### config.mk
export PLATFORM = sky130hd
export DESIGN_NAME = branch_predictor
export DESIGN_NICKNAME = d
export VERILOG_FILES = /design/src/bp_pkg.sv /design/src/branch_history_table.sv /design/src/branch_target_buffer.sv /design/src/branch_resolve.sv /design/src/branch_predictor.sv
export SDC_FILE = /design/constraint.sdc
export NUM_CORES = 1
export LEC_CHECK = 0
export BUFFER_PORTS_ARGS = -buffer_cell sky130_fd_sc_hd__buf_2
export CAP_MARGIN = 40
export CORE_MARGIN = 1
export CORE_UTILIZATION = 62
export DETAILED_ROUTE_END_ITERATION = 10
export PLACE_DENSITY = 0.8
export SKIP_LAST_GASP = 1
export SLEW_MARGIN = 20
export SYNTH_ARGS = -nofsm -noshare
export SYNTH_HDL_FRONTEND = slang
export SYNTH_SLANG_ARGS = --single-unit
### constraint.sdc
create_clock -name clk -period 4.7 [get_ports clk]
set_clock_uncertainty 0.1 [all_clocks]
set_input_delay 0.94 -clock clk [delete_from_list [all_inputs] [get_ports clk]]
set_output_delay 0.94 -clock clk [all_outputs]
set_load 0.02 [all_outputs]
### src/bp_pkg.sv
// Branch prediction package
// Table sizes, pc field helpers, counter states and the prediction and update
// records shared by the fetch and decode sides of the predictor
package bp_pkg;

  //////////////////////////////////////////////////////////////////////
  // Sizes
  //////////////////////////////////////////////////////////////////////
  localparam int PC_W       = 16;                        // Program counter width
  localparam int BP_ENTRIES = 16;                        // Entries per table
  localparam int BP_INDEX_W = 4;                         // Index is pc[4:1]
  localparam int BP_TAG_W   = PC_W - BP_INDEX_W - 1;     // Tag is pc[15:5]

  // 2-bit saturating counter, upper half predicts taken
  typedef enum logic [1:0] {
    strong_nt = 2'b00,
    weak_nt   = 2'b01,
    weak_t    = 2'b10,
    strong_t  = 2'b11
  } ctr_t;

  // Made at fetch, carried through IF/ID into decode
  typedef struct packed {
    logic              taken;   // Predicted direction
    logic              hit;     // BTB hit
    ctr_t              ctr;     // Counter as read at fetch
    logic [PC_W-1:0]   target;  // BTB target
  } bp_pred_t;

  // Training record from the resolve stage
  typedef struct packed {
    logic                  valid;
    logic                  taken;   // Actual outcome
    logic [BP_INDEX_W-1:0] idx;
    logic [BP_TAG_W-1:0]   tag;
    ctr_t                  ctr;     // Counter seen at fetch
    logic [PC_W-1:0]       target;  // Actual target
  } bp_update_t;

  // Table index, bit 0 is always zero with 2-byte instructions
  function automatic logic [BP_INDEX_W-1:0] pc_idx(input logic [PC_W-1:0] pc);
    return pc[BP_INDEX_W:1];
  endfunction

  function automatic logic [BP_TAG_W-1:0] pc_tag(input logic [PC_W-1:0] pc);
    return pc[PC_W-1:BP_INDEX_W+1];
  endfunction

endpackage

### src/branch_history_table.sv
// Branch history table
// 16 two-bit saturating counters indexed by pc[4:1]
// Combinational read at fetch, trained on the edge that ends decode
`timescale 1ns/10ps

module branch_history_table (
  input  logic                   clk,
  input  logic                   rst,
  input  logic [bp_pkg::PC_W-1:0] fetch_pc,
  input  bp_pkg::bp_update_t     upd,
  output bp_pkg::ctr_t           ctr
);
  import bp_pkg::*;

  ctr_t bht_mem [BP_ENTRIES];   // Counter storage
  ctr_t ctr_next;               // Trained value for upd.idx

  //////////////////////////////////////////////////////////////////////
  // Fetch side lookup
  //////////////////////////////////////////////////////////////////////
  assign ctr = bht_mem[pc_idx(fetch_pc)];   // Zero-cycle read

  //////////////////////////////////////////////////////////////////////
  // Saturating counter next state
  //////////////////////////////////////////////////////////////////////
  // Built from the counter read at fetch, not the current entry
  always_comb begin
    ctr_next = upd.ctr;
    case (upd.ctr)
      strong_nt: ctr_next = upd.taken ? weak_nt  : strong_nt;  // Holds at bottom
      weak_nt:   ctr_next = upd.taken ? weak_t   : strong_nt;
      weak_t:    ctr_next = upd.taken ? strong_t : weak_nt;
      strong_t:  ctr_next = upd.taken ? strong_t : weak_t;     // Holds at top
      default:   ctr_next = strong_nt;
    endcase
  end

  //////////////////////////////////////////////////////////////////////
  // Training
  //////////////////////////////////////////////////////////////////////
  // Every counter starts strongly not taken
  always_ff @(posedge clk) begin
    if (rst) begin
      for (int i = 0; i < BP_ENTRIES; i++) begin
        bht_mem[i] <= strong_nt;
      end
    end else if (upd.valid) begin
      bht_mem[upd.idx] <= ctr_next;   // Lookup this cycle still sees old value
    end
  end

endmodule

### src/branch_target_buffer.sv
// Branch target buffer
// 16 tagged entries holding the last taken target per index
// Aliased pcs miss on the tag compare, filled only by taken branches
`timescale 1ns/10ps

module branch_target_buffer (
  input  logic                    clk,
  input  logic                    rst,
  input  logic [bp_pkg::PC_W-1:0] fetch_pc,
  input  bp_pkg::bp_update_t      upd,
  output logic                    hit,
  output logic [bp_pkg::PC_W-1:0] target
);
  import bp_pkg::*;

  logic [BP_ENTRIES-1:0] valid_q;               // Entry valid bits
  logic [BP_TAG_W-1:0]   tag_mem [BP_ENTRIES];  // pc[15:5] of the branch
  logic [PC_W-1:0]       tgt_mem [BP_ENTRIES];  // Last taken target

  logic [BP_INDEX_W-1:0] rd_idx;
  logic [BP_TAG_W-1:0]   rd_tag;
  logic                  wr_en;

  //////////////////////////////////////////////////////////////////////
  // Lookup
  //////////////////////////////////////////////////////////////////////
  assign rd_idx = pc_idx(fetch_pc);
  assign rd_tag = pc_tag(fetch_pc);

  // Needs a live entry and a matching tag
  assign hit    = valid_q[rd_idx] && (tag_mem[rd_idx] == rd_tag);
  assign target = hit ? tgt_mem[rd_idx] : '0;   // Zero target on a miss

  //////////////////////////////////////////////////////////////////////
  // Fill
  //////////////////////////////////////////////////////////////////////
  // Not-taken resolutions leave the entry alone
  assign wr_en = upd.valid && upd.taken;

  always_ff @(posedge clk) begin
    if (rst) begin
      valid_q <= '0;                    // All entries empty
    end else if (wr_en) begin
      valid_q[upd.idx] <= 1'b1;
    end
  end

  // Tag and target storage
  always_ff @(posedge clk) begin
    if (wr_en) begin
      tag_mem[upd.idx] <= upd.tag;      // Replaces any aliased owner
      tgt_mem[upd.idx] <= upd.target;
    end
  end

endmodule

### src/branch_resolve.sv
// Branch resolve stage
// IF/ID register for the prediction and pc, with stall hold and flush,
// plus the decode compare that raises mispredict, picks the redirect
// address and forms the table update
`timescale 1ns/10ps

module branch_resolve (
  input  logic                    clk,
  input  logic                    rst,
  input  logic                    enable,
  input  logic [bp_pkg::PC_W-1:0] fetch_pc,
  input  logic                    fetch_valid,
  input  logic                    stall,
  input  bp_pkg::bp_pred_t        pred,
  input  logic                    dec_branch,
  input  logic                    dec_taken,
  input  logic [bp_pkg::PC_W-1:0] dec_target,
  output logic                    mispredict,
  output logic [bp_pkg::PC_W-1:0] redirect_pc,
  output bp_pkg::bp_update_t      upd
);
  import bp_pkg::*;

  logic            ifid_valid;   // Slot holds a live instruction
  bp_pred_t        ifid_pred;    // Prediction made at fetch
  logic [PC_W-1:0] ifid_pc;      // pc of the instruction in decode

  logic resolved;                // Branch outcome known this cycle
  logic dir_wrong;
  logic tgt_wrong;

  //////////////////////////////////////////////////////////////////////
  // IF/ID register
  //////////////////////////////////////////////////////////////////////
  // Flush beats capture, stall holds the slot
  always_ff @(posedge clk) begin
    if (rst) begin
      ifid_valid <= 1'b0;
    end else if (mispredict) begin
      ifid_valid <= 1'b0;               // Squash the wrong-path slot
    end else if (!stall) begin
      ifid_valid <= fetch_valid;        // Bubble when fetch is idle
    end
  end

  always_ff @(posedge clk) begin
    if (!stall && fetch_valid) begin
      ifid_pred <= pred;
      ifid_pc   <= fetch_pc;
    end
  end

  //////////////////////////////////////////////////////////////////////
  // Decode compare
  //////////////////////////////////////////////////////////////////////
  // Decode inputs are ignored under back-pressure
  assign resolved  = ifid_valid && dec_branch && !stall;

  assign dir_wrong = (dec_taken != ifid_pred.taken);
  // Right direction but the BTB gave a stale target
  assign tgt_wrong = dec_taken && ifid_pred.taken && (dec_target != ifid_pred.target);

  assign mispredict = enable && resolved && (dir_wrong || tgt_wrong);

  // Taken goes to the real target, not taken falls through
  assign redirect_pc = dec_taken ? dec_target : ifid_pc + PC_W'(2);

  //////////////////////////////////////////////////////////////////////
  // Table update
  //////////////////////////////////////////////////////////////////////
  // Every resolved branch trains, right or wrong
  assign upd.valid  = enable && resolved;
  assign upd.taken  = dec_taken;
  assign upd.idx    = pc_idx(ifid_pc);
  assign upd.tag    = pc_tag(ifid_pc);
  assign upd.ctr    = ifid_pred.ctr;    // Counter as it was at fetch
  assign upd.target = dec_target;

endmodule

### src/branch_predictor.sv
// Branch predictor top
// Joins the history table, target buffer and resolve stage
// and forms the fetch-time prediction
`timescale 1ns/10ps

module branch_predictor (
  input  logic                    clk,
  input  logic                    rst,
  input  logic                    enable,
  input  logic [bp_pkg::PC_W-1:0] fetch_pc,
  input  logic                    fetch_valid,
  input  logic                    stall,
  input  logic                    dec_branch,
  input  logic                    dec_taken,
  input  logic [bp_pkg::PC_W-1:0] dec_target,
  output logic                    pred_taken,
  output logic [bp_pkg::PC_W-1:0] pred_target,
  output logic                    mispredict,
  output logic [bp_pkg::PC_W-1:0] redirect_pc
);
  import bp_pkg::*;

  ctr_t            bht_ctr;     // Counter at fetch_pc
  logic            btb_hit;
  logic [PC_W-1:0] btb_target;
  bp_pred_t        pred;        // Fetch prediction
  bp_update_t      upd;         // Training from decode

  branch_history_table u_bht (
    .clk      (clk),
    .rst      (rst),
    .fetch_pc (fetch_pc),
    .upd      (upd),
    .ctr      (bht_ctr)
  );

  branch_target_buffer u_btb (
    .clk      (clk),
    .rst      (rst),
    .fetch_pc (fetch_pc),
    .upd      (upd),
    .hit      (btb_hit),
    .target   (btb_target)
  );

  //////////////////////////////////////////////////////////////////////
  // Fetch prediction
  //////////////////////////////////////////////////////////////////////
  // Taken only with a BTB hit and a counter in the upper half
  assign pred.taken  = enable && btb_hit && (bht_ctr == weak_t || bht_ctr == strong_t);
  assign pred.hit    = btb_hit;
  assign pred.ctr    = bht_ctr;
  assign pred.target = btb_target;

  assign pred_taken  = pred.taken;
  assign pred_target = pred.target;

  branch_resolve u_resolve (
    .clk         (clk),
    .rst         (rst),
    .enable      (enable),
    .fetch_pc    (fetch_pc),
    .fetch_valid (fetch_valid),
    .stall       (stall),
    .pred        (pred),
    .dec_branch  (dec_branch),
    .dec_taken   (dec_taken),
    .dec_target  (dec_target),
    .mispredict  (mispredict),
    .redirect_pc (redirect_pc),
    .upd         (upd)
  );

endmodule

==> results.md <==
- After clock tree synthesis, the clock-pin slew on the worst setup and hold paths is 0.06 ns.
- By area the synthesized netlist is led by sky130_fd_sc_hd__edfxtp_1, sky130_fd_sc_hd__mux4_2, sky130_fd_sc_hd__dfxtp_1.
- The residual overflow from global routing is 0.
- Registers take 15,320 sq um.
- The final critical path time including I/O delays and setup is 4.670 ns.
- At the end of routability-driven placement, the weighted congestion stood at 0.8397.
- Excluding fillers, the count of instances in the completed layout stands at 1,666.
- The average size of a mapped cell is 19.97 sq um.
- At the end of the flow the core is filled with cells to 73.26%.
- The type of element capturing the critical path is an output pin.
- The number of placed instances, taps included, is 1,550.
- The routed wire length is 49,760 microns.
- The top cell type's share of synthesized area is 72.49%.
- The critical path data required time is 3.66 ns.
- Pin placement for this block handled 73 I/O pins.
- The vias per cell is 6.640.
- CTS saw 516 sinks.
- During placement, the flow inserted port buffers numbering 72.
- The first global-routing pass estimated 69,580 microns of wire.
- The delay contributed by the slowest stage of the critical path is 0.64 ns.
- The final critical path takes up 99.35% of the cycle.
- For this run, the total global-route usage over all layers was measured as 29.13%.
- In the synthesized netlist, the number of instances is 1,035.
- In this run the power density over the cells is 397.1 nW/um^2.
- The ratio of cells with drive above 1 in the final layout is 31.54%.
- Max-cap violations in this run came to 0.
- The worst-skew pair later-pin latency is 0.57 ns.
- The via count of the first global-routing pass is 10,900.
- After the first detailed-routing iteration, the DRC count stood at 1,464.
- The core region is 32,700 sq um.
- For the worst setup path, the data arrival time is 3.63 ns.
- Detailed placement finished with a half-perimeter wire length of 28,020 microns.
- After floorplanning, the core was divided into 66 placement rows.
- Walking the worst path, the cells encountered are buf_16, buf_16, mux4_2, mux2i_1, mux2i_1, xnor2_1, nand2_1, or4_4, clkbuf_16, and2b_1, buf_6.
- The element type at the critical path start is an input pin.
- The worst-case IR drop observed on VDD is 0.0004471 V.
- Headroom to the max-slew limit came out at 43.68%.
- In the routed design, unresolved DRC markers number 0.
- After filler insertion, the fill cell instance count of the layout stands at 1,817.
- The die height is 184.6 microns.
- The number of H-tree levels is 2.
- The max-slew violation total from the final report is 0.
- On the critical path, the stage with the largest delay is an instance of sky130_fd_sc_hd__or4_4.
- For met3 alone, demand over resource in global routing was 4.841%.
- The net total in the final layout is 1,228.
- Synthesis instantiated 53 different standard cells from the library.
- The die footprint is 34,070 sq um.
- The maximum achievable frequency is 214.1 MHz.
- The TritonCTS buffer count is 49.
- The number of antenna violations at the first check in global routing is 0.
- The category of the most critical setup path is input pin to output pin.
- The flow ran to the end, and the final reports show no timing, DRC or antenna violations.
- The root buffer selected by CTS is sky130_fd_sc_hd__clkbuf_16.
- The pre-antenna-repair detailed-routing pass consisted of 5 iterations.
- The clock passes through at most 3 buffers.
- Setup violations remaining at the end of the flow were counted as 0.
- The final count of hold timing violations is 0.
- The layout overhead on the synthesized area is 15.90%.
- The worst register-to-register path begins at u_btb.tag_mem[15][9]$_DFFE_PP_.
- The peak fanout along the critical path is 8.
- The fraction of the yosys area taken by sequential cells is 74.14%.
- The multi-input combinational cells in the finished layout cover a total of 5177 sq um.
- The global routing stage identified its most utilized layer as met2.
- In this run the remaining antenna-violating nets after routing total 0.
- The count of state elements after synthesis is 516.
- The cell type with the highest aggregate area in the netlist is sky130_fd_sc_hd__edfxtp_1.
- The worst-margin pin slew is 0.8449 ns.
- The TritonCTS clock tree is built.
- The pin count of the biggest net entering global routing is 62.
- Tracing the worst setup path back leads to its startpoint at fetch_pc[2].
- Once the floorplan was initialized, standard cells occupied 63.21% of the core.
- The number of enable-type register cells in the synthesized netlist is 499.
- The total inserted antenna cells is 0.
- In the global route stage, met2 resource usage came out at 46.76%.
- The share of flip-flops with an asynchronous set or reset after synthesis is 0%.
- For this run, global-route usage on met1 was measured as 39.88%.
- The path class of the lowest-slack min-delay path is register to register.
- The number of synthesis warnings is 0.
- After detailed routing, the average wire length per cell comes to 29.87 microns.
- The synthesized net count is 1,079.
- The floorplan step set the die width to 184.6 microns.
- The start point of the worst hold path is u_btb.valid_q[7]$_SDFFE_PP0P_.
- The post-synthesis instance area is 20,670 sq um.
- The analysis attributes to cell leakage a power of 0.008021 uW.
- The total vias in the final route is 11,060.
- The most frequently used flop master after synthesis is sky130_fd_sc_hd__edfxtp_1.
==> where the power goes <==
part           switching [uW]  internal, uW  leakage, uW  total [uW]
registers                47.1          5070      0.00467        5120
clock network            1660          2200     0.000771        3850
logic                     297           241      0.00258         538
==> layer usage <==
metal | wire, microns | vias up
li1 | - | 4477
met1 | 17910 | 5653
met2 | 24870 | 789
met3 | 4957 | 143
met4 | 2013 | 0
met5 | 0 | -
==> final cells by class <==
type / instances / share of cell area (%)
flip-flops and latches: 516 / 63.97
multi-input cells: 462 / 21.61
repair buffers: 149 / 5.531
clock buffers: 61 / 5.484
well taps: 442 / 2.309
clock inverters: 30 / 0.9976
inverters: 6 / 0.09401
==> worst max-delay path: cells and delay by family <==
| kind | cells | cell delay [ns] |
|---|---|---|
| xor+xnor | 1 | 0.26 |
| buf+inv | 4 | 0.59 |
| mux | 3 | 0.86 |
| simple gates | 3 | 0.96 |
==> cell usage in the layout (no fill, tap or decap), types with 4 or more instances in the layout <==
cell type / synthesis / final
sky130_fd_sc_hd__edfxtp_1: 499 / 499
sky130_fd_sc_hd__clkbuf_16: 0 / 57
sky130_fd_sc_hd__nand3_1: 25 / 25
sky130_fd_sc_hd__inv_1: 5 / 5
sky130_fd_sc_hd__nor2_1: 83 / 72
sky130_fd_sc_hd__dfxtp_1: 17 / 17
sky130_fd_sc_hd__mux4_2: 127 / 130
sky130_fd_sc_hd__nand2_1: 30 / 30
sky130_fd_sc_hd__nor3_2: 0 / 5
sky130_fd_sc_hd__clkinv_1: 0 / 12
sky130_fd_sc_hd__nor4_1: 4 / 4
sky130_fd_sc_hd__nor2b_1: 10 / 9
sky130_fd_sc_hd__buf_2: 7 / 61
sky130_fd_sc_hd__nor2b_2: 7 / 7
sky130_fd_sc_hd__buf_12: 1 / 7
sky130_fd_sc_hd__bufinv_16: 0 / 4
sky130_fd_sc_hd__clkbuf_1: 21 / 10
sky130_fd_sc_hd__o21ai_0: 17 / 15
sky130_fd_sc_hd__clkinv_2: 0 / 13
sky130_fd_sc_hd__buf_16: 0 / 7
sky130_fd_sc_hd__nand2b_1: 18 / 18
sky130_fd_sc_hd__and2b_1: 7 / 7
sky130_fd_sc_hd__mux2i_1: 33 / 33
sky130_fd_sc_hd__xor2_1: 26 / 26
sky130_fd_sc_hd__xnor2_1: 13 / 11
sky130_fd_sc_hd__and3_1: 6 / 6
sky130_fd_sc_hd__nor2_4: 0 / 11
sky130_fd_sc_hd__ha_1: 5 / 5
sky130_fd_sc_hd__buf_4: 4 / 61
==> flip-flops by register name, indices dropped and copies added, names as in the netlist <==
register              count
u_bht.bht_mem            32
u_resolve.upd             2
u_btb.valid_q            16
u_resolve.ifid_pred      17
u_btb.tgt_mem           256
u_btb.tag_mem           176
u_resolve.ifid_pc        16
u_resolve.ifid_valid      1
==> path summary, 6_finish.rpt <==
kind	end	slack (ns)	cells past startpoint
hold / removal	u_btb.valid_q[7]$_SDFFE_PP0P_	0.37	2
setup reg to reg	u_resolve.ifid_pred[15]$_DFFE_PP_	1.68	8
hold reg to reg	u_btb.valid_q[7]$_SDFFE_PP0P_	0.37	2
setup / recovery	pred_target[15]	0.03	11
==> kinds of logic (layout without fill, tap and decap cells) <==
logic type | Yosys count | in the layout | share of synthesized area (%)
AO/OA/AOI/OAI | 37 | 37 | 1.156
buffers and inverters | 57 | 246 | 1.447
XOR/XNOR | 39 | 39 | 1.653
AND/OR/NAND/NOR | 212 | 212 | 5.091
adder cells (fa/ha/maj) | 6 | 6 | 0.3511
multiplexers | 168 | 168 | 16.16
flip-flops | 516 | 516 | 74.14
==> timing repair <==
item                                    CTS  global route
hold buffers                              0             0
endpoints found under the setup margin   17            17
gates cloned                              0             6
buffers inserted                          0            19
resized for setup                         4            35
pin swaps                                 1             4
==> metrics by stage <==
stage	hold WS, ns	TNS, ns	setup WS, ns	instance area (sq um)	total power (uW)
2_1_floorplan	0.3348	0	0.2794	20670	5509
3_3_place_gp	0.3465	-0.5891	-0.08116	21910	5695
3_5_place_dp	0.3589	-1.061	-0.1158	21980	5708
4_1_cts	0.3727	0	0.01226	23540	9491
5_1_grt	0.4104	-0.1515	-0.02836	23960	9748
6_report	0.3697	0	0.03035	23960	9514
==> cell usage after synthesis, types with 3 or more instances <==
cell type                  number
sky130_fd_sc_hd__a21oi_1        3
sky130_fd_sc_hd__a221oi_1       3
sky130_fd_sc_hd__and2_1         4
sky130_fd_sc_hd__and2b_1        7
sky130_fd_sc_hd__and3_1         6
sky130_fd_sc_hd__buf_1         12
sky130_fd_sc_hd__buf_2          7
sky130_fd_sc_hd__buf_4          4
sky130_fd_sc_hd__buf_6          6
sky130_fd_sc_hd__clkbuf_1      21
sky130_fd_sc_hd__dfxtp_1       17
sky130_fd_sc_hd__edfxtp_1     499
sky130_fd_sc_hd__ha_1           5
sky130_fd_sc_hd__inv_1          5
sky130_fd_sc_hd__mux2_2         3
sky130_fd_sc_hd__mux2i_1       33
sky130_fd_sc_hd__mux4_1         4
sky130_fd_sc_hd__mux4_2       127
sky130_fd_sc_hd__nand2_1       30
sky130_fd_sc_hd__nand2b_1      18
sky130_fd_sc_hd__nand3_1       25
sky130_fd_sc_hd__nand4_1        3
sky130_fd_sc_hd__nor2_1        83
sky130_fd_sc_hd__nor2b_1       10
sky130_fd_sc_hd__nor2b_2        7
sky130_fd_sc_hd__nor3_1         7
sky130_fd_sc_hd__nor4_1         4
sky130_fd_sc_hd__o21ai_0       17
sky130_fd_sc_hd__xnor2_1       13
sky130_fd_sc_hd__xor2_1        26
Power figures use the tool's default switching activity.
